$ cat config.mk
export PLATFORM = sky130hd
export DESIGN_NAME = decodeStage
export DESIGN_NICKNAME = d
export VERILOG_FILES = /design/src/common/decodePkg.sv /design/src/decode/ctrlGen.sv /design/src/decode/decodeCommit.sv /design/src/decode/immGen.sv /design/src/decodeStage.sv
export SDC_FILE = /design/constraint.sdc
export NUM_CORES = 1
export LEC_CHECK = 0
export BUFFER_PORTS_ARGS = -buffer_cell sky130_fd_sc_hd__buf_2
export CAP_MARGIN = 20
export CORE_UTILIZATION = 49
export DETAILED_ROUTE_END_ITERATION = 7
export PLACE_DENSITY = 0.8
export SLEW_MARGIN = 0
export SYNTH_ARGS = -nofsm -noshare
export SYNTH_HDL_FRONTEND = slang
export SYNTH_SLANG_ARGS = --single-unit
$ cat constraint.sdc
create_clock -name clk -period 2.6 [get_ports clk]
set_input_delay 0.13 -clock clk [delete_from_list [all_inputs] [get_ports clk]]
set_output_delay 0.13 -clock clk [all_outputs]
set_load 0.005 [all_outputs]
$ cat src/common/decodePkg.sv
package decodePkg;

    localparam int XLEN_DEFAULT = 64;

    // major opcodes
    localparam logic [6:0] OP_LOAD   = 7'b0000011;
    localparam logic [6:0] OP_IMM    = 7'b0010011;
    localparam logic [6:0] OP_AUIPC  = 7'b0010111;
    localparam logic [6:0] OP_IMM32  = 7'b0011011;
    localparam logic [6:0] OP_STORE  = 7'b0100011;
    localparam logic [6:0] OP_REG    = 7'b0110011;
    localparam logic [6:0] OP_LUI    = 7'b0110111;
    localparam logic [6:0] OP_REG32  = 7'b0111011;
    localparam logic [6:0] OP_BRANCH = 7'b1100011;
    localparam logic [6:0] OP_JALR   = 7'b1100111;
    localparam logic [6:0] OP_JAL    = 7'b1101111;

    // alu operand selects
    localparam logic       A_PC   = 1'b0;
    localparam logic       A_RS1  = 1'b1;
    localparam logic [1:0] B_IMM  = 2'd0;
    localparam logic [1:0] B_RS2  = 2'd1;
    localparam logic [1:0] B_FOUR = 2'd2;

    typedef struct packed {
        logic [6:0] funct7;
        logic [4:0] rs2;
        logic [4:0] rs1;
        logic [2:0] funct3;
        logic [4:0] rd;
        logic [6:0] opcode;
    } rFields;

    typedef struct packed {
        logic [11:0] imm12;
        logic [4:0]  rs1;
        logic [2:0]  funct3;
        logic [4:0]  rd;
        logic [6:0]  opcode;
    } iFields;

    typedef union packed {
        rFields r;
        iFields i;
    } instrWord;

    typedef enum logic [3:0] {
        ALU_ADD  = 4'b0000,
        ALU_SLL  = 4'b0001,
        ALU_SLT  = 4'b0010,
        ALU_LUI  = 4'b0011, // passes operand b
        ALU_XOR  = 4'b0100,
        ALU_SRL  = 4'b0101,
        ALU_OR   = 4'b0110,
        ALU_AND  = 4'b0111,
        ALU_SUB  = 4'b1000,
        ALU_SLTU = 4'b1010,
        ALU_REM  = 4'b1100,
        ALU_SRA  = 4'b1101,
        ALU_MUL  = 4'b1110,
        ALU_DIV  = 4'b1111
    } aluOp;

    typedef enum logic [2:0] {
        FMT_NONE = 3'd0,
        FMT_R    = 3'd1,
        FMT_I    = 3'd2,
        FMT_S    = 3'd3,
        FMT_B    = 3'd4,
        FMT_U    = 3'd5,
        FMT_J    = 3'd6
    } immFmt;

    typedef struct packed {
        aluOp       aluCtl;
        logic       aluASrc;   // 0 pc, 1 rs1
        logic [1:0] aluBSrc;   // 0 imm, 1 rs2, 2 const 4
        logic [2:0] branch;
        logic       memWr;
        logic [2:0] memOp;
        logic       memToReg;
        logic       regWr;
        logic       isTruncate;
        logic       isSext;
        logic       illegal;
    } ctrlFields;

    typedef struct packed {
        ctrlFields               ctrl;
        immFmt                   fmt;
        logic [4:0]              rs1;
        logic [4:0]              rs2;
        logic [4:0]              rd;
        logic [XLEN_DEFAULT-1:0] imm;
    } decodeBundle;

endpackage

$ cat src/decode/ctrlGen.sv
`timescale 1ns/1ns
module ctrlGen import decodePkg::*; (
    input  instrWord  instr,
    output ctrlFields ctrl
);

    localparam logic [6:0] F7_ZERO   = 7'b0000000;
    localparam logic [6:0] F7_ALT    = 7'b0100000;
    localparam logic [6:0] F7_MULDIV = 7'b0000001;
    localparam logic [6:0] F7_SHAMT  = 7'b000000?; // shamt[5] free on rv64
    localparam logic [6:0] F7_SRAI   = 7'b010000?;

    ctrlFields base;
    logic      legal;
    logic      isLoad;
    logic      isStore;
    logic      isBranch;
    logic      isWord;

    function automatic ctrlFields row(aluOp alu, logic aSrc, logic [1:0] bSrc,
                                      logic [2:0] br, logic [2:0] mop);
        ctrlFields c;
        c         = '0;
        c.aluCtl  = alu;
        c.aluASrc = aSrc;
        c.aluBSrc = bSrc;
        c.branch  = br;
        c.memOp   = mop;
        return c;
    endfunction

    always_comb begin
        legal = 1'b1;
        casez ({instr.r.funct7, instr.r.funct3, instr.r.opcode})
            {7'b?, 3'b000, OP_IMM}:       base = row(ALU_ADD, A_RS1, B_IMM, 3'd0, 3'd0);
            {7'b?, 3'b010, OP_IMM}:       base = row(ALU_SLT, A_RS1, B_IMM, 3'd0, 3'd0);
            {7'b?, 3'b011, OP_IMM}:       base = row(ALU_SLTU, A_RS1, B_IMM, 3'd0, 3'd0);
            {7'b?, 3'b100, OP_IMM}:       base = row(ALU_XOR, A_RS1, B_IMM, 3'd0, 3'd0);
            {7'b?, 3'b110, OP_IMM}:       base = row(ALU_OR, A_RS1, B_IMM, 3'd0, 3'd0);
            {7'b?, 3'b111, OP_IMM}:       base = row(ALU_AND, A_RS1, B_IMM, 3'd0, 3'd0);
            {F7_SHAMT, 3'b001, OP_IMM}:   base = row(ALU_SLL, A_RS1, B_IMM, 3'd0, 3'd0);
            {F7_SHAMT, 3'b101, OP_IMM}:   base = row(ALU_SRL, A_RS1, B_IMM, 3'd0, 3'd0);
            {F7_SRAI, 3'b101, OP_IMM}:    base = row(ALU_SRA, A_RS1, B_IMM, 3'd0, 3'd0);

            {7'b?, 3'b000, OP_IMM32}:     base = row(ALU_ADD, A_RS1, B_IMM, 3'd0, 3'd0);
            {F7_ZERO, 3'b001, OP_IMM32}:  base = row(ALU_SLL, A_RS1, B_IMM, 3'd0, 3'd0);
            {F7_ZERO, 3'b101, OP_IMM32}:  base = row(ALU_SRL, A_RS1, B_IMM, 3'd0, 3'd0);
            {F7_ALT, 3'b101, OP_IMM32}:   base = row(ALU_SRA, A_RS1, B_IMM, 3'd0, 3'd0);

            {F7_ZERO, 3'b000, OP_REG}:    base = row(ALU_ADD, A_RS1, B_RS2, 3'd0, 3'd0);
            {F7_ALT, 3'b000, OP_REG}:     base = row(ALU_SUB, A_RS1, B_RS2, 3'd0, 3'd0);
            {F7_ZERO, 3'b001, OP_REG}:    base = row(ALU_SLL, A_RS1, B_RS2, 3'd0, 3'd0);
            {F7_ZERO, 3'b010, OP_REG}:    base = row(ALU_SLT, A_RS1, B_RS2, 3'd0, 3'd0);
            {F7_ZERO, 3'b011, OP_REG}:    base = row(ALU_SLTU, A_RS1, B_RS2, 3'd0, 3'd0);
            {F7_ZERO, 3'b100, OP_REG}:    base = row(ALU_XOR, A_RS1, B_RS2, 3'd0, 3'd0);
            {F7_ZERO, 3'b101, OP_REG}:    base = row(ALU_SRL, A_RS1, B_RS2, 3'd0, 3'd0);
            {F7_ALT, 3'b101, OP_REG}:     base = row(ALU_SRA, A_RS1, B_RS2, 3'd0, 3'd0);
            {F7_ZERO, 3'b110, OP_REG}:    base = row(ALU_OR, A_RS1, B_RS2, 3'd0, 3'd0);
            {F7_ZERO, 3'b111, OP_REG}:    base = row(ALU_AND, A_RS1, B_RS2, 3'd0, 3'd0);
            {F7_MULDIV, 3'b000, OP_REG}:  base = row(ALU_MUL, A_RS1, B_RS2, 3'd0, 3'd0);
            {F7_MULDIV, 3'b100, OP_REG}:  base = row(ALU_DIV, A_RS1, B_RS2, 3'd0, 3'd0);
            {F7_MULDIV, 3'b110, OP_REG}:  base = row(ALU_REM, A_RS1, B_RS2, 3'd0, 3'd0);

            {F7_ZERO, 3'b000, OP_REG32}:   base = row(ALU_ADD, A_RS1, B_RS2, 3'd0, 3'd0);
            {F7_ALT, 3'b000, OP_REG32}:    base = row(ALU_SUB, A_RS1, B_RS2, 3'd0, 3'd0);
            {F7_ZERO, 3'b001, OP_REG32}:   base = row(ALU_SLL, A_RS1, B_RS2, 3'd0, 3'd0);
            {F7_ZERO, 3'b101, OP_REG32}:   base = row(ALU_SRL, A_RS1, B_RS2, 3'd0, 3'd0);
            {F7_ALT, 3'b101, OP_REG32}:    base = row(ALU_SRA, A_RS1, B_RS2, 3'd0, 3'd0);
            {F7_MULDIV, 3'b000, OP_REG32}: base = row(ALU_MUL, A_RS1, B_RS2, 3'd0, 3'd0);
            {F7_MULDIV, 3'b100, OP_REG32}: base = row(ALU_DIV, A_RS1, B_RS2, 3'd0, 3'd0);
            {F7_MULDIV, 3'b110, OP_REG32}: base = row(ALU_REM, A_RS1, B_RS2, 3'd0, 3'd0);

            // memOp bit 2 marks a sign-extending load
            {7'b?, 3'b000, OP_LOAD}:      base = row(ALU_ADD, A_RS1, B_IMM, 3'd0, 3'b111);
            {7'b?, 3'b001, OP_LOAD}:      base = row(ALU_ADD, A_RS1, B_IMM, 3'd0, 3'b110);
            {7'b?, 3'b010, OP_LOAD}:      base = row(ALU_ADD, A_RS1, B_IMM, 3'd0, 3'b101);
            {7'b?, 3'b011, OP_LOAD}:      base = row(ALU_ADD, A_RS1, B_IMM, 3'd0, 3'b100);
            {7'b?, 3'b100, OP_LOAD}:      base = row(ALU_ADD, A_RS1, B_IMM, 3'd0, 3'b011);
            {7'b?, 3'b101, OP_LOAD}:      base = row(ALU_ADD, A_RS1, B_IMM, 3'd0, 3'b010);
            {7'b?, 3'b110, OP_LOAD}:      base = row(ALU_ADD, A_RS1, B_IMM, 3'd0, 3'b001);

            {7'b?, 3'b000, OP_STORE}:     base = row(ALU_ADD, A_RS1, B_IMM, 3'd0, 3'b011);
            {7'b?, 3'b001, OP_STORE}:     base = row(ALU_ADD, A_RS1, B_IMM, 3'd0, 3'b010);
            {7'b?, 3'b010, OP_STORE}:     base = row(ALU_ADD, A_RS1, B_IMM, 3'd0, 3'b001);
            {7'b?, 3'b011, OP_STORE}:     base = row(ALU_ADD, A_RS1, B_IMM, 3'd0, 3'b100);

            {7'b?, 3'b000, OP_BRANCH}:    base = row(ALU_SUB, A_RS1, B_RS2, 3'd4, 3'd0); // beq
            {7'b?, 3'b001, OP_BRANCH}:    base = row(ALU_SUB, A_RS1, B_RS2, 3'd5, 3'd0);
            {7'b?, 3'b100, OP_BRANCH}:    base = row(ALU_SLT, A_RS1, B_RS2, 3'd7, 3'd0); // blt
            {7'b?, 3'b101, OP_BRANCH}:    base = row(ALU_SLT, A_RS1, B_RS2, 3'd6, 3'd0);
            {7'b?, 3'b110, OP_BRANCH}:    base = row(ALU_SLTU, A_RS1, B_RS2, 3'd7, 3'd0);
            {7'b?, 3'b111, OP_BRANCH}:    base = row(ALU_SLTU, A_RS1, B_RS2, 3'd6, 3'd0);

            {7'b?, 3'b?, OP_JAL}:         base = row(ALU_ADD, A_PC, B_FOUR, 3'd1, 3'd0); // pc+4 to rd
            {7'b?, 3'b000, OP_JALR}:      base = row(ALU_ADD, A_PC, B_FOUR, 3'd2, 3'd0);
            {7'b?, 3'b?, OP_LUI}:         base = row(ALU_LUI, A_PC, B_IMM, 3'd0, 3'd0);
            {7'b?, 3'b?, OP_AUIPC}:       base = row(ALU_ADD, A_PC, B_IMM, 3'd0, 3'd0);
            default: begin
                legal = 1'b0;
                base  = row(ALU_SLL, A_PC, B_IMM, 3'd0, 3'd0);
            end
        endcase
    end

    assign isLoad   = instr.r.opcode == OP_LOAD;
    assign isStore  = instr.r.opcode == OP_STORE;
    assign isBranch = instr.r.opcode == OP_BRANCH;
    assign isWord   = (instr.r.opcode == OP_IMM32) || (instr.r.opcode == OP_REG32);

    // flags that follow the opcode class alone
    always_comb begin
        ctrl            = base;
        ctrl.memWr      = legal && isStore;
        ctrl.memToReg   = legal && isLoad;
        ctrl.regWr      = legal && !isStore && !isBranch;
        ctrl.isTruncate = legal && isWord;
        ctrl.isSext     = legal && isWord;
        ctrl.illegal    = !legal;
    end

endmodule

$ cat src/decode/decodeCommit.sv
`timescale 1ns/1ns
module decodeCommit import decodePkg::*; #(
    parameter int XLEN = XLEN_DEFAULT
) (
    input  logic             clk,
    input  logic             rstN,
    input  logic             req,
    output logic             ack,
    input  instrWord         instr,
    input  ctrlFields        ctrl,
    input  decodePkg::immFmt immFmt,
    input  logic [XLEN-1:0]  imm,
    output decodeBundle      bundle
);

    decodeBundle nextBundle;
    logic        capture;

    assign capture = req && !ack; // new transfer opens

    always_comb begin
        nextBundle           = '0;
        nextBundle.ctrl      = ctrl;
        nextBundle.ctrl.regWr = ctrl.regWr && (instr.r.rd != 5'd0); // x0 stays zero
        nextBundle.fmt       = immFmt;
        nextBundle.rs1       = instr.r.rs1;
        nextBundle.rs2       = instr.r.rs2;
        nextBundle.rd        = instr.r.rd;
        nextBundle.imm       = XLEN_DEFAULT'($signed(imm));
    end

    // four-phase slave side
    always_ff @(posedge clk) begin
        if (!rstN) begin
            ack    <= 1'b0;
            bundle <= '0;
        end else if (capture) begin
            ack    <= 1'b1;
            bundle <= nextBundle;
        end else if (!req) begin
            ack <= 1'b0;
        end
    end

    ackNeedsReq: assert property (
        @(posedge clk) disable iff (!rstN)
        $rose(ack) |-> $past(req)
    ) else $error("ack rose without a pending req");

    // requester may stretch req while the bundle stays put
    bundleHeld: assert property (
        @(posedge clk) disable iff (!rstN)
        $past(ack && req) |-> $stable(bundle)
    ) else $error("bundle changed during an open transfer");

endmodule

$ cat src/decode/immGen.sv
`timescale 1ns/1ns
module immGen import decodePkg::*; #(
    parameter int XLEN = XLEN_DEFAULT
) (
    input  instrWord         instr,
    output decodePkg::immFmt immFmt,
    output logic [XLEN-1:0]  imm
);

    logic signed [31:0] imm32;

    always_comb begin
        case (instr.i.opcode)
            OP_IMM, OP_IMM32, OP_LOAD, OP_JALR: immFmt = FMT_I;
            OP_REG, OP_REG32:                   immFmt = FMT_R;
            OP_STORE:                           immFmt = FMT_S;
            OP_BRANCH:                          immFmt = FMT_B;
            OP_LUI, OP_AUIPC:                   immFmt = FMT_U;
            OP_JAL:                             immFmt = FMT_J;
            default:                            immFmt = FMT_NONE;
        endcase
    end

    always_comb begin
        case (immFmt)
            FMT_I: begin
                imm32 = {{20{instr[31]}}, instr.i.imm12};
            end
            FMT_S: begin
                imm32 = {{20{instr[31]}}, instr.r.funct7, instr.r.rd};
            end
            FMT_B: begin // byte offset with bit 0 implied
                imm32 = {{19{instr[31]}}, instr[31], instr[7], instr[30:25],
                         instr[11:8], 1'b0};
            end
            FMT_U: begin
                imm32 = {instr[31:12], 12'b0};
            end
            FMT_J: begin
                imm32 = {{11{instr[31]}}, instr[31], instr[19:12], instr[20],
                         instr[30:21], 1'b0};
            end
            default: begin
                imm32 = '0;
            end
        endcase
    end

    assign imm = XLEN'(imm32); // sign-extends to xlen

endmodule

$ cat src/decodeStage.sv
`timescale 1ns/1ns
module decodeStage import decodePkg::*; #(
    parameter int XLEN = XLEN_DEFAULT
) (
    input  logic        clk,
    input  logic        rstN,
    input  logic        req,
    input  instrWord    instr,
    output logic        ack,
    output decodeBundle bundle
);

    ctrlFields        ctrl;
    decodePkg::immFmt fmt;
    logic [XLEN-1:0]  imm;

    ctrlGen ctrlGen_inst (
        .instr (instr),
        .ctrl  (ctrl)
    );

    immGen #(
        .XLEN (XLEN)
    ) immGen_inst (
        .instr  (instr),
        .immFmt (fmt),
        .imm    (imm)
    );

    decodeCommit #(
        .XLEN (XLEN)
    ) decodeCommit_inst (
        .clk    (clk),
        .rstN   (rstN),
        .req    (req),
        .ack    (ack),
        .instr  (instr),
        .ctrl   (ctrl),
        .immFmt (fmt),
        .imm    (imm),
        .bundle (bundle)
    );

endmodule
==> impl_metrics.json, run 1 <==
{
  "status": "finished, final reports clean",
  "totalWireLength_um": 10500,
  "cts-root-buf": "clkbuf_8",
  "post_cts_buffers": 0,
  "fp.dieArea_mm2": 0.00754,
  "place_congestion": 0.966,
  "wl_per_cell_um": 16.2,
  "clock-sinks": 69,
  "io_pins": 137,
  "synth_cell_types": 58,
  "cts_tree": "built",
  "clk-insertion-delay-late_ns": 0.35,
  "gr-total-overflow": 0,
  "crit_start": "instr[26]",
  "crit_required_ns": 2.83,
  "portBuffers": 136,
  "ys_ff_latch": 69,
  "htree_levels": 3,
  "cts_resized": 0,
  "drive_gt1_frac": 0.314,
  "fmax_mhz": 538,
  "synth_top_family_by_area": "simple AND/OR/NAND/NOR gates",
  "synth_ff_type": "dfxtp_1",
  "path_cells": "buf_2 > or4_4 > or4_4 > a21oi_4 > a31o_4 > nor4_2 > o41a_1",
  "yosys.area_share.simple": 0.251,
  "synth_area_mm2": 0.00353,
  "die_width_um": 86.9,
  "cts_made_buffers": 9,
  "end_kind": "flop",
  "hp-class": "in2reg",
  "synth_top_area_frac": 0.391,
  "synthMuxAreaShare": 0.00851,
  "n_antenna_cell": 0,
  "start_util": 0.514,
  "min_period_ns": 1.86,
  "tightest_slew_ns": 0.743,
  "synth_compound_area_frac": 0.235,
  "finalSetupViolations": 0,
  "slowest_stage": "or4_4",
  "synth_fa_ha_area_frac": 0,
  "drc": 0,
  "drtPass1Iterations": 6,
  "maxCapViolations": 0,
  "nNetsFinal": 581,
  "clockBufferDepth": 2,
  "slew_viol_final": 0,
  "power_leakage_nw": 1.89,
  "viasPerCell": 5.86,
  "layout.cells.non_filler": 647,
  "min_from": "instr[11]",
  "p_per_area_mw_per_mm2": 539,
  "crit_top_cell": "or4_4",
  "final_common_cell": "buf_2",
  "place_inst": 631,
  "crit_fanout": 6,
  "antenna_found_initial": 0,
  "yosys.area.top_type": "dfxtp_1",
  "fin_worst_skew_ns": 0.00918,
  "drtAntennaViolNets": 0,
  "relSlewSlack": 0.503,
  "cp-start-kind": "input pin",
  "clk_pin_slew_worst_paths_ns": 0.08,
  "synth_area_leaders": "dfxtp_1, nand2_1, buf_4, a21oi_1, nor2_1",
  "gr-usage-all-layers": 0.278,
  "grt_pass1_vias": 3255,
  "arrival_ns": 2.09,
  "grt_pass1_wl_um": 16300,
  "drt_iter0_drc": 368,
  "peakVddDrop_v": 0.000314,
  "synthCells": 456,
  "vias": 3790,
  "synth_edf_count": 0,
  "grt_max_degree": 40,
  "r2r-start": "decodeCommit_inst.ack$_SDFFE_PN0P_",
  "hold_viol_final": 0,
  "fin_tns_setup_ns": 0,
  "synth_xor_area_frac": 0,
  "die_y_um": 86.9,
  "grt_setup_unrepaired": "no",
  "slowest_delay_ns": 0.55,
  "fp.coreArea_mm2": 0.00687,
  "synthToLayoutAreaGrowth_pct": 20.1,
  "path_class": "in2reg",
  "avgSynthCellArea_um2": 7.74,
  "yosysSeqAreaShare": 0.391,
  "crit_buf_inv": 1,
  "place_hpwl_um": 7560,
  "rows": 30,
  "cts_hold_buffers": 0,
  "final_cell_mix": "buf_2, nand2_1, dfxtp_1, nor2_1, a21oi_1",
  "async_reset_ff_frac": 0,
  "finalCritPeriodShare": 0.715,
  "path_delay_family": "simple AND/OR/NAND/NOR gates",
  "syn_nets": 491,
  "yosys_warnings": 0
}
## per-layer routing
layer,global-route usage,wire (µm)
met5,0,0
met4,0.0712,121
met3,0.0588,1000
met2,0.452,4970
met1,0.375,4420
## Yosys cell counts (2+ instances only)
master     count
nand4b_1       4
or4_4          2
a31oi_1       17
a211o_1        2
buf_4         33
inv_1          4
o21ai_1       12
nand3_1       17
o21ai_0       20
mux2i_1        3
dfxtp_1       69
a2111oi_0      2
o41ai_1        3
o211ai_1       3
nand2_1       81
a21oi_1       35
nand3b_1       2
buf_1          2
nor3_1         9
a221oi_1       7
clkbuf_1      32
nor2b_1        3
a22oi_1        7
o22ai_1        2
nand4bb_1      3
nor2_1        36
o31ai_1        3
nor4_1         2
or4_1          2
and2_1         3
nand2b_1       9
## final timing paths
kind                                                     to  slack (ns)  depth (start not counted)
hold reg to reg   decodeCommit_inst.bundle[12]$_SDFFE_PN0P_        0.45                          2
setup reg to reg  decodeCommit_inst.bundle[11]$_SDFFE_PN0P_        0.85                          5
hold / removal    decodeCommit_inst.bundle[68]$_SDFFE_PN0P_        0.04                          3
setup / recovery  decodeCommit_inst.bundle[97]$_SDFFE_PN0P_        0.74                          7
## sequential cells by signal, indices dropped and copies added, names as in the netlist
name and flops:
decodeCommit_inst.ack 1, decodeCommit_inst.bundle 68
## metrics by stage
| stage | power, mW | hold slack (ns) | cell area (µm²) | utilization | setup slack, ns |
|---|---|---|---|---|---|
| 2_1_floorplan | 1.29 | 0.252 | 3530 | - | 0.596 |
| 3_3_place_gp | 1.41 | 0.377 | 4040 | 0.588 | 0.420 |
| 3_5_place_dp | 1.41 | 0.392 | 4040 | 0.588 | 0.395 |
| 4_1_cts | 2.29 | 0.0269 | 4240 | 0.617 | 0.760 |
| 5_1_grt | 2.37 | 0.0319 | 4240 | 0.617 | 0.532 |
| 6_report | 2.28 | 0.0359 | 4240 | 0.617 | 0.741 |
## tightest hold or removal path, cell delays in order
cell,delay (ns)
buf_2,0.11
nand2_1,0.05
a21oi_1,0.05
## power breakdown
| group | leakage [nW] | internal [mW] | switching [mW] | total (mW) |
|---|---|---|---|---|
| clock | 0.100 | 0.448 | 0.441 | 0.889 |
| sequential | 0.562 | 1.09 | 0.0171 | 1.11 |
| combinational | 1.22 | 0.103 | 0.186 | 0.289 |
## cells by family after synthesis
kind of cell | after synthesis
AOI/OAI and AO/OA | 128
buffers and inverters | 73
DFF | 69
muxes | 3
and+or+nand+nor | 183
## area by class of cell
| cell class | instances | area [µm²] |
|---|---|---|
| multi-input combinational | 314 | 1760 |
| sequential | 69 | 1380 |
| clock buffer | 9 | 124 |
| fill | 654 | 2630 |
| clock inverter | 7 | 73.8 |
| timing repair buffer | 147 | 763 |
| inverter | 5 | 18.8 |
| tap | 96 | 120 |
No activity file was read; power rests on OpenSTA's default activity.
==> run 2, diff against run 1 <==
Clock period 2.6 ns to 1.9 ns, I/O delays scaled along.
==> run 2 against run 1 <==
Global-route usage up 0.88 points; via count grew 2.9%; non-clock buffer count up 45; wire length up 3.2%; hold slack worse by 0.022 ns; sequential power grew 36%; core utilization rose by 5.6 points; critical path depth did not move; clock power is 56% higher; final cell count is 7.0% higher; clock-buffer cell count grew 1.
==> impl_metrics.json, run 2 (synthesized netlist as in run 1, its figures left out) <==
{
  "fp.dieArea_mm2": 0.00754,
  "clk-insertion-delay-late_ns": 0.34,
  "p_per_area_mw_per_mm2": 726,
  "cts_made_buffers": 9,
  "slowest_stage": "or4_4",
  "largest_reg_flops": 68,
  "cts_tree": "built",
  "portBuffers": 136,
  "multi_input_area_mm2": 0.00176,
  "drtPass1Iterations": 5,
  "wl_per_cell_um": 15.7,
  "design_area_mm2": 0.00462,
  "post_cts_buffers": 0,
  "end_kind": "flop",
  "crit_buf_inv": 1,
  "clock-sinks": 69,
  "start_util": 0.514,
  "fin_worst_skew_ns": 0.00900,
  "gr-total-overflow": 0,
  "crit_required_ns": 2.13,
  "grt_pass1_wl_um": 17000,
  "worst-r2r-setup-slack_ns": 0.33,
  "hp-class": "in2reg",
  "top_register": "decodeCommit_inst.bundle",
  "clk_pin_slew_worst_paths_ns": 0.08,
  "path_delay_family": "simple AND/OR/NAND/NOR gates",
  "drt-met1-wl_um": 4740,
  "drt_iter0_drc": 352,
  "drc": 0,
  "layout.cells.non_filler": 692,
  "fin_tns_setup_ns": 0,
  "r2r_cells": 5,
  "reg.largest.list": "decodeCommit_inst.bundle (68), decodeCommit_inst.ack (1)",
  "power_leakage_nw": 2.11,
  "cts-root-buf": "clkbuf_8",
  "htree_levels": 3,
  "nNetsFinal": 626,
  "relSlewSlack": 0.482,
  "vias": 3899,
  "path_cells": "buf_2 > or4_4 > or4_4 > a21oi_4 > a31o_4 > nor4_2 > o41a_1",
  "final-seq-area_mm2": 0.00138,
  "fp.coreArea_mm2": 0.00687,
  "met2_length_um": 5040,
  "grt_max_degree": 40,
  "drtAntennaViolNets": 0,
  "placedInstanceArea_mm2": 0.00435,
  "path_class": "in2reg",
  "io_pins": 137,
  "final_cell_mix": "buf_2, nand2_1, dfxtp_1, buf_4, nor2_1",
  "hold_viol_final": 0,
  "gr-usage-all-layers": 0.287,
  "totalWireLength_um": 10900,
  "finalSetupViolations": 0,
  "clockBufferDepth": 2,
  "place_inst": 672,
  "grt_pass1_vias": 3431,
  "viasPerCell": 5.63,
  "r2r-start": "decodeCommit_inst.ack$_SDFFE_PN0P_",
  "min_from": "instr[21]",
  "die_y_um": 86.9,
  "cp-start-kind": "input pin",
  "n_antenna_cell": 0,
  "antenna_found_initial": 0,
  "timing.rr.end": "decodeCommit_inst.bundle[88]$_SDFFE_PN0P_",
  "hold_depth": 3,
  "fmax_mhz": 578,
  "peakVddDrop_v": 0.000420,
  "crit_fanout": 6,
  "grt_setup_unrepaired": "no",
  "final_common_cell": "buf_2",
  "die_width_um": 86.9,
  "slowest_delay_ns": 0.57,
  "fill_cells": 617,
  "synthToLayoutAreaGrowth_pct": 31.0,
  "highest_layer": "met4",
  "slew_viol_final": 0,
  "status": "finished, final reports clean",
  "maxCapViolations": 0,
  "final_util": 0.673,
  "drive_gt1_frac": 0.359,
  "place_congestion": 0.922,
  "crit_top_cell": "or4_4",
  "hold_end": "decodeCommit_inst.bundle[70]$_SDFFE_PN0P_",
  "min_period_ns": 1.73,
  "rows": 30,
  "tightest_slew_ns": 0.774,
  "route.met3.wl_um": 917,
  "arrival_ns": 1.96,
  "place_hpwl_um": 8110,
  "finalCritPeriodShare": 0.911
}
-- run 2: per-layer routing --
metal,global-route usage,vias to the layer above
li1,-,1865
met2,0.462,218
met5,0,-
met3,0.0578,19
met4,0.0818,0
met1,0.389,1797
-- run 2: per-stage QoR --
step / hold WS [ns] / setup WS, ns / total power, mW
after global routing: 0.00817 / 0.126 / 3.47
after floorplan: 0.217 / -0.00904 / 1.77
after CTS: 0.00271 / 0.184 / 3.35
final: 0.0143 / 0.170 / 3.35
after global placement: 0.351 / -0.162 / 1.98
after detailed placement: 0.358 / -0.184 / 1.98
-- run 2: how the worst max path moves through the flow --
stage	startpoint	end	slack [ns]	depth (start not counted)
6_report	instr[26]	decodeCommit_inst.bundle[97]$_SDFFE_PN0P_	0.17	7
5_1_grt	instr[3]	decodeCommit_inst.bundle[97]$_SDFFE_PN0P_	0.13	8
4_1_cts	instr[26]	decodeCommit_inst.bundle[97]$_SDFFE_PN0P_	0.18	7
3_5_place_dp	instr[26]	decodeCommit_inst.bundle[97]$_SDFFE_PN0P_	-0.18	7
3_3_place_gp	instr[26]	decodeCommit_inst.bundle[97]$_SDFFE_PN0P_	-0.16	7
2_1_floorplan	instr[26]	decodeCommit_inst.bundle[97]$_SDFFE_PN0P_	-0.009	6
-- run 2: layout make-up --
type | count | share of cell area
repair buffers | 192 | 0.240
flip-flops and latches | 69 | 0.299
well taps | 96 | 0.0260
clock inverters | 6 | 0.0203
inverters | 5 | 0.00406
multi-input cells | 314 | 0.381
clock buffers | 10 | 0.0298
-- run 2: power breakdown --
group	internal, mW	switching (mW)
registers	1.49	0.0248
clock network	0.784	0.605
logic	0.186	0.265
-- run 2: worst min-delay path: cells and delay by family --
family,cells,cell delay [ns]
AOI/OAI and AO/OA,1,0.05
buffers and inverters,1,0.12
and+or+nand+nor,1,0.05
-- run 2: repair_timing --
| action | in CTS | in global routing |
|---|---|---|
| setup endpoints to repair | 0 | 1 |
| gates resized for setup | 0 | 1 |
| hold endpoints to repair | 4 | 0 |
| hold buffers | 4 | 0 |
==> run 3, diff against run 2 <==
Settings changed: ABC_AREA set to 1, CORE_UTILIZATION 49 to 51, PLACE_DENSITY 0.8 to 0.81.
==> run 3 against run 2 <==
Sequential power barely moved; clock skew down 0.0047 ns; fmax increased by 15%; critical path type unchanged; highest routed layer unchanged; largest cell class unchanged; final cell count up 20%.
==> impl_metrics.json, run 3 <==
{
  "status": "finished, final reports clean",
  "synth_top_area_frac": 0.343,
  "yosys.area.top_type": "dfxtp_1",
  "top_register": "decodeCommit_inst.bundle",
  "layout.cells.non_filler": 828,
  "ys_ff_latch": 69,
  "synthToLayoutAreaGrowth_pct": 20.2,
  "peakVddDrop_v": 0.000517,
  "final_common_cell": "nand2_1",
  "wl_per_cell_um": 15.2,
  "crit_fanout": 23,
  "power_leakage_nw": 2.43,
  "design_area_mm2": 0.00483,
  "crit_buf_inv": 5,
  "totalWireLength_um": 12600,
  "syn_nets": 648,
  "slowest_stage": "dlygate4sd3_1",
  "finalSetupViolations": 0,
  "die_y_um": 90.8,
  "fin_tns_setup_ns": 0,
  "path_cells": "dlygate4sd3_1 > buf_2 > inv_1 > nor2_4 > inv_2 > buf_4 > nand2_1 > a21oi_1",
  "yosys_warnings": 0,
  "avgSynthCellArea_um2": 6.56,
  "final_cell_mix": "nand2_1, buf_2, dfxtp_1, nor2_1, a21oi_1",
  "fill_cells": 751,
  "place_inst": 809,
  "hold_ws_ns": 0.00956,
  "htree_levels": 3,
  "end_kind": "flop",
  "slowest_delay_ns": 0.53,
  "crit_required_ns": 2.17,
  "gr-usage-met2": 0.477,
  "grt_setup_unrepaired": "no",
  "tightest_slew_ns": 0.706,
  "fin_worst_skew_ns": 0.00430,
  "multi_input_area_mm2": 0.00207,
  "gr-total-overflow": 0,
  "viasPerCell": 5.42,
  "die_width_um": 90.8,
  "grt.met3_usage": 0.0513,
  "min_period_ns": 1.50,
  "total_power_mw": 3.00,
  "grt_max_degree": 82,
  "use_met1": 0.418,
  "path_class": "in2reg",
  "cts_hold_buffers": 3,
  "grt_pass1_wl_um": 19700,
  "cts_tree": "built",
  "nNetsFinal": 756,
  "hold_viol_final": 0,
  "fin_ws_ns": 0.396,
  "cp-start-kind": "input pin",
  "fp.dieArea_mm2": 0.00824,
  "place_congestion": 1.05,
  "yosysSeqAreaShare": 0.343,
  "clock-sinks": 69,
  "final-seq-area_mm2": 0.00138,
  "rows": 32,
  "fmax_mhz": 665,
  "antenna_found_initial": 0,
  "synth_cell_types": 31,
  "synth_area_mm2": 0.00402,
  "clk_pin_slew_worst_paths_ns": 0.08,
  "final_util": 0.629,
  "relSlewSlack": 0.528,
  "top_usage_layer": "met2",
  "finalCritPeriodShare": 0.792,
  "gr-usage-all-layers": 0.302,
  "drtAntennaViolNets": 0,
  "drc": 0,
  "arrival_ns": 1.77,
  "maxCapViolations": 0,
  "drive_gt1_frac": 0.293,
  "async_reset_ff_frac": 0,
  "yosysMostFrequentCell": "nand2_1",
  "io_pins": 137,
  "portBuffers": 136,
  "ys_top_cells_by_count": "nand2_1, dfxtp_1, nor2_1, a21oi_1, inv_1",
  "vias": 4487,
  "clockBufferDepth": 2,
  "place_hpwl_um": 9630,
  "path_delay_family": "buffers and inverters",
  "synth_ff_type": "dfxtp_1",
  "n_antenna_cell": 0,
  "p_per_area_mw_per_mm2": 621,
  "synth_edf_count": 0,
  "synth_area_leaders": "dfxtp_1, nand2_1, a21oi_1, buf_4, nor2_1",
  "reg.largest.list": "decodeCommit_inst.bundle (68), decodeCommit_inst.ack (1)",
  "grt_pass1_vias": 3921,
  "post-place-ws_ns": 0.150,
  "synthCells": 613,
  "start_util": 0.523,
  "slew_viol_final": 0,
  "cts-root-buf": "clkbuf_8",
  "drt_iter0_drc": 388,
  "drtPass1Iterations": 5,
  "cts_made_buffers": 9,
  "clk-insertion-delay-late_ns": 0.34,
  "fp.coreArea_mm2": 0.00769,
  "cts_resized": 0,
  "post_cts_buffers": 0,
  "hp-class": "in2reg",
  "largest_reg_flops": 68,
  "placedInstanceArea_mm2": 0.00463
}
run 3: cell count changes in the layout (fill, tap and decap cells not counted), moves of 8 or more:
cell and delta:
o21ai_0 +22, o21ai_1 -11, buf_4 -34, inv_2 +11
a21oi_1 +28, nor2_2 +10, nand2b_1 -8, nand3_1 +19
inv_1 +40, nor2_1 +29, o2111ai_1 +12, nand2_1 +63
a31oi_1 -12
run 3: final cells by class:
type / count / area share
sequential: 69 / 0.286
inverter: 57 / 0.0445
tap: 102 / 0.0264
clock buffer: 10 / 0.0264
timing repair buffer: 158 / 0.179
clock inverter: 6 / 0.00984
multi-input combinational: 426 / 0.428
run 3: report_power, final:
part,switching (mW),leakage [nW],internal [mW]
sequential,0.0215,0.561,1.49
combinational,0.281,1.79,0.143
clock,0.586,0.0755,0.482
run 3: worst paths after layout:
check                                                              start                                        end  slack (ns)  cells after the start
worst max-delay path                                                 req  decodeCommit_inst.bundle[86]$_SDFFE_PN0P_        0.40                      8
worst min register to register  decodeCommit_inst.bundle[6]$_SDFFE_PN0P_   decodeCommit_inst.bundle[6]$_SDFFE_PN0P_        0.46                      2
worst max register to register        decodeCommit_inst.ack$_SDFFE_PN0P_  decodeCommit_inst.bundle[86]$_SDFFE_PN0P_        0.50                      5
worst min-delay path                                           instr[19]  decodeCommit_inst.bundle[78]$_SDFFE_PN0P_        0.01                      3
run 3: routing by layer:
metal,part of all wire,vias to the layer above
met5,0,-
met4,0.019,0
met3,0.085,20
met2,0.46,222
met1,0.44,2045
li1,-,2200
run 3: cells by family (layout without fill, tap and decap cells):
logic type / count (synthesis) / in the layout / synth area share
and+or+nand+nor: 289 / 289 / 0.320
buffers and inverters: 118 / 231 / 0.144
AOI/OAI and AO/OA: 137 / 137 / 0.193
DFF: 69 / 69 / 0.343
run 3: worst min-delay path, delay by kind of cell:
family	cells	cell delay, ns
AOI/OAI and AO/OA	1	0.06
buffers and inverters	2	0.15
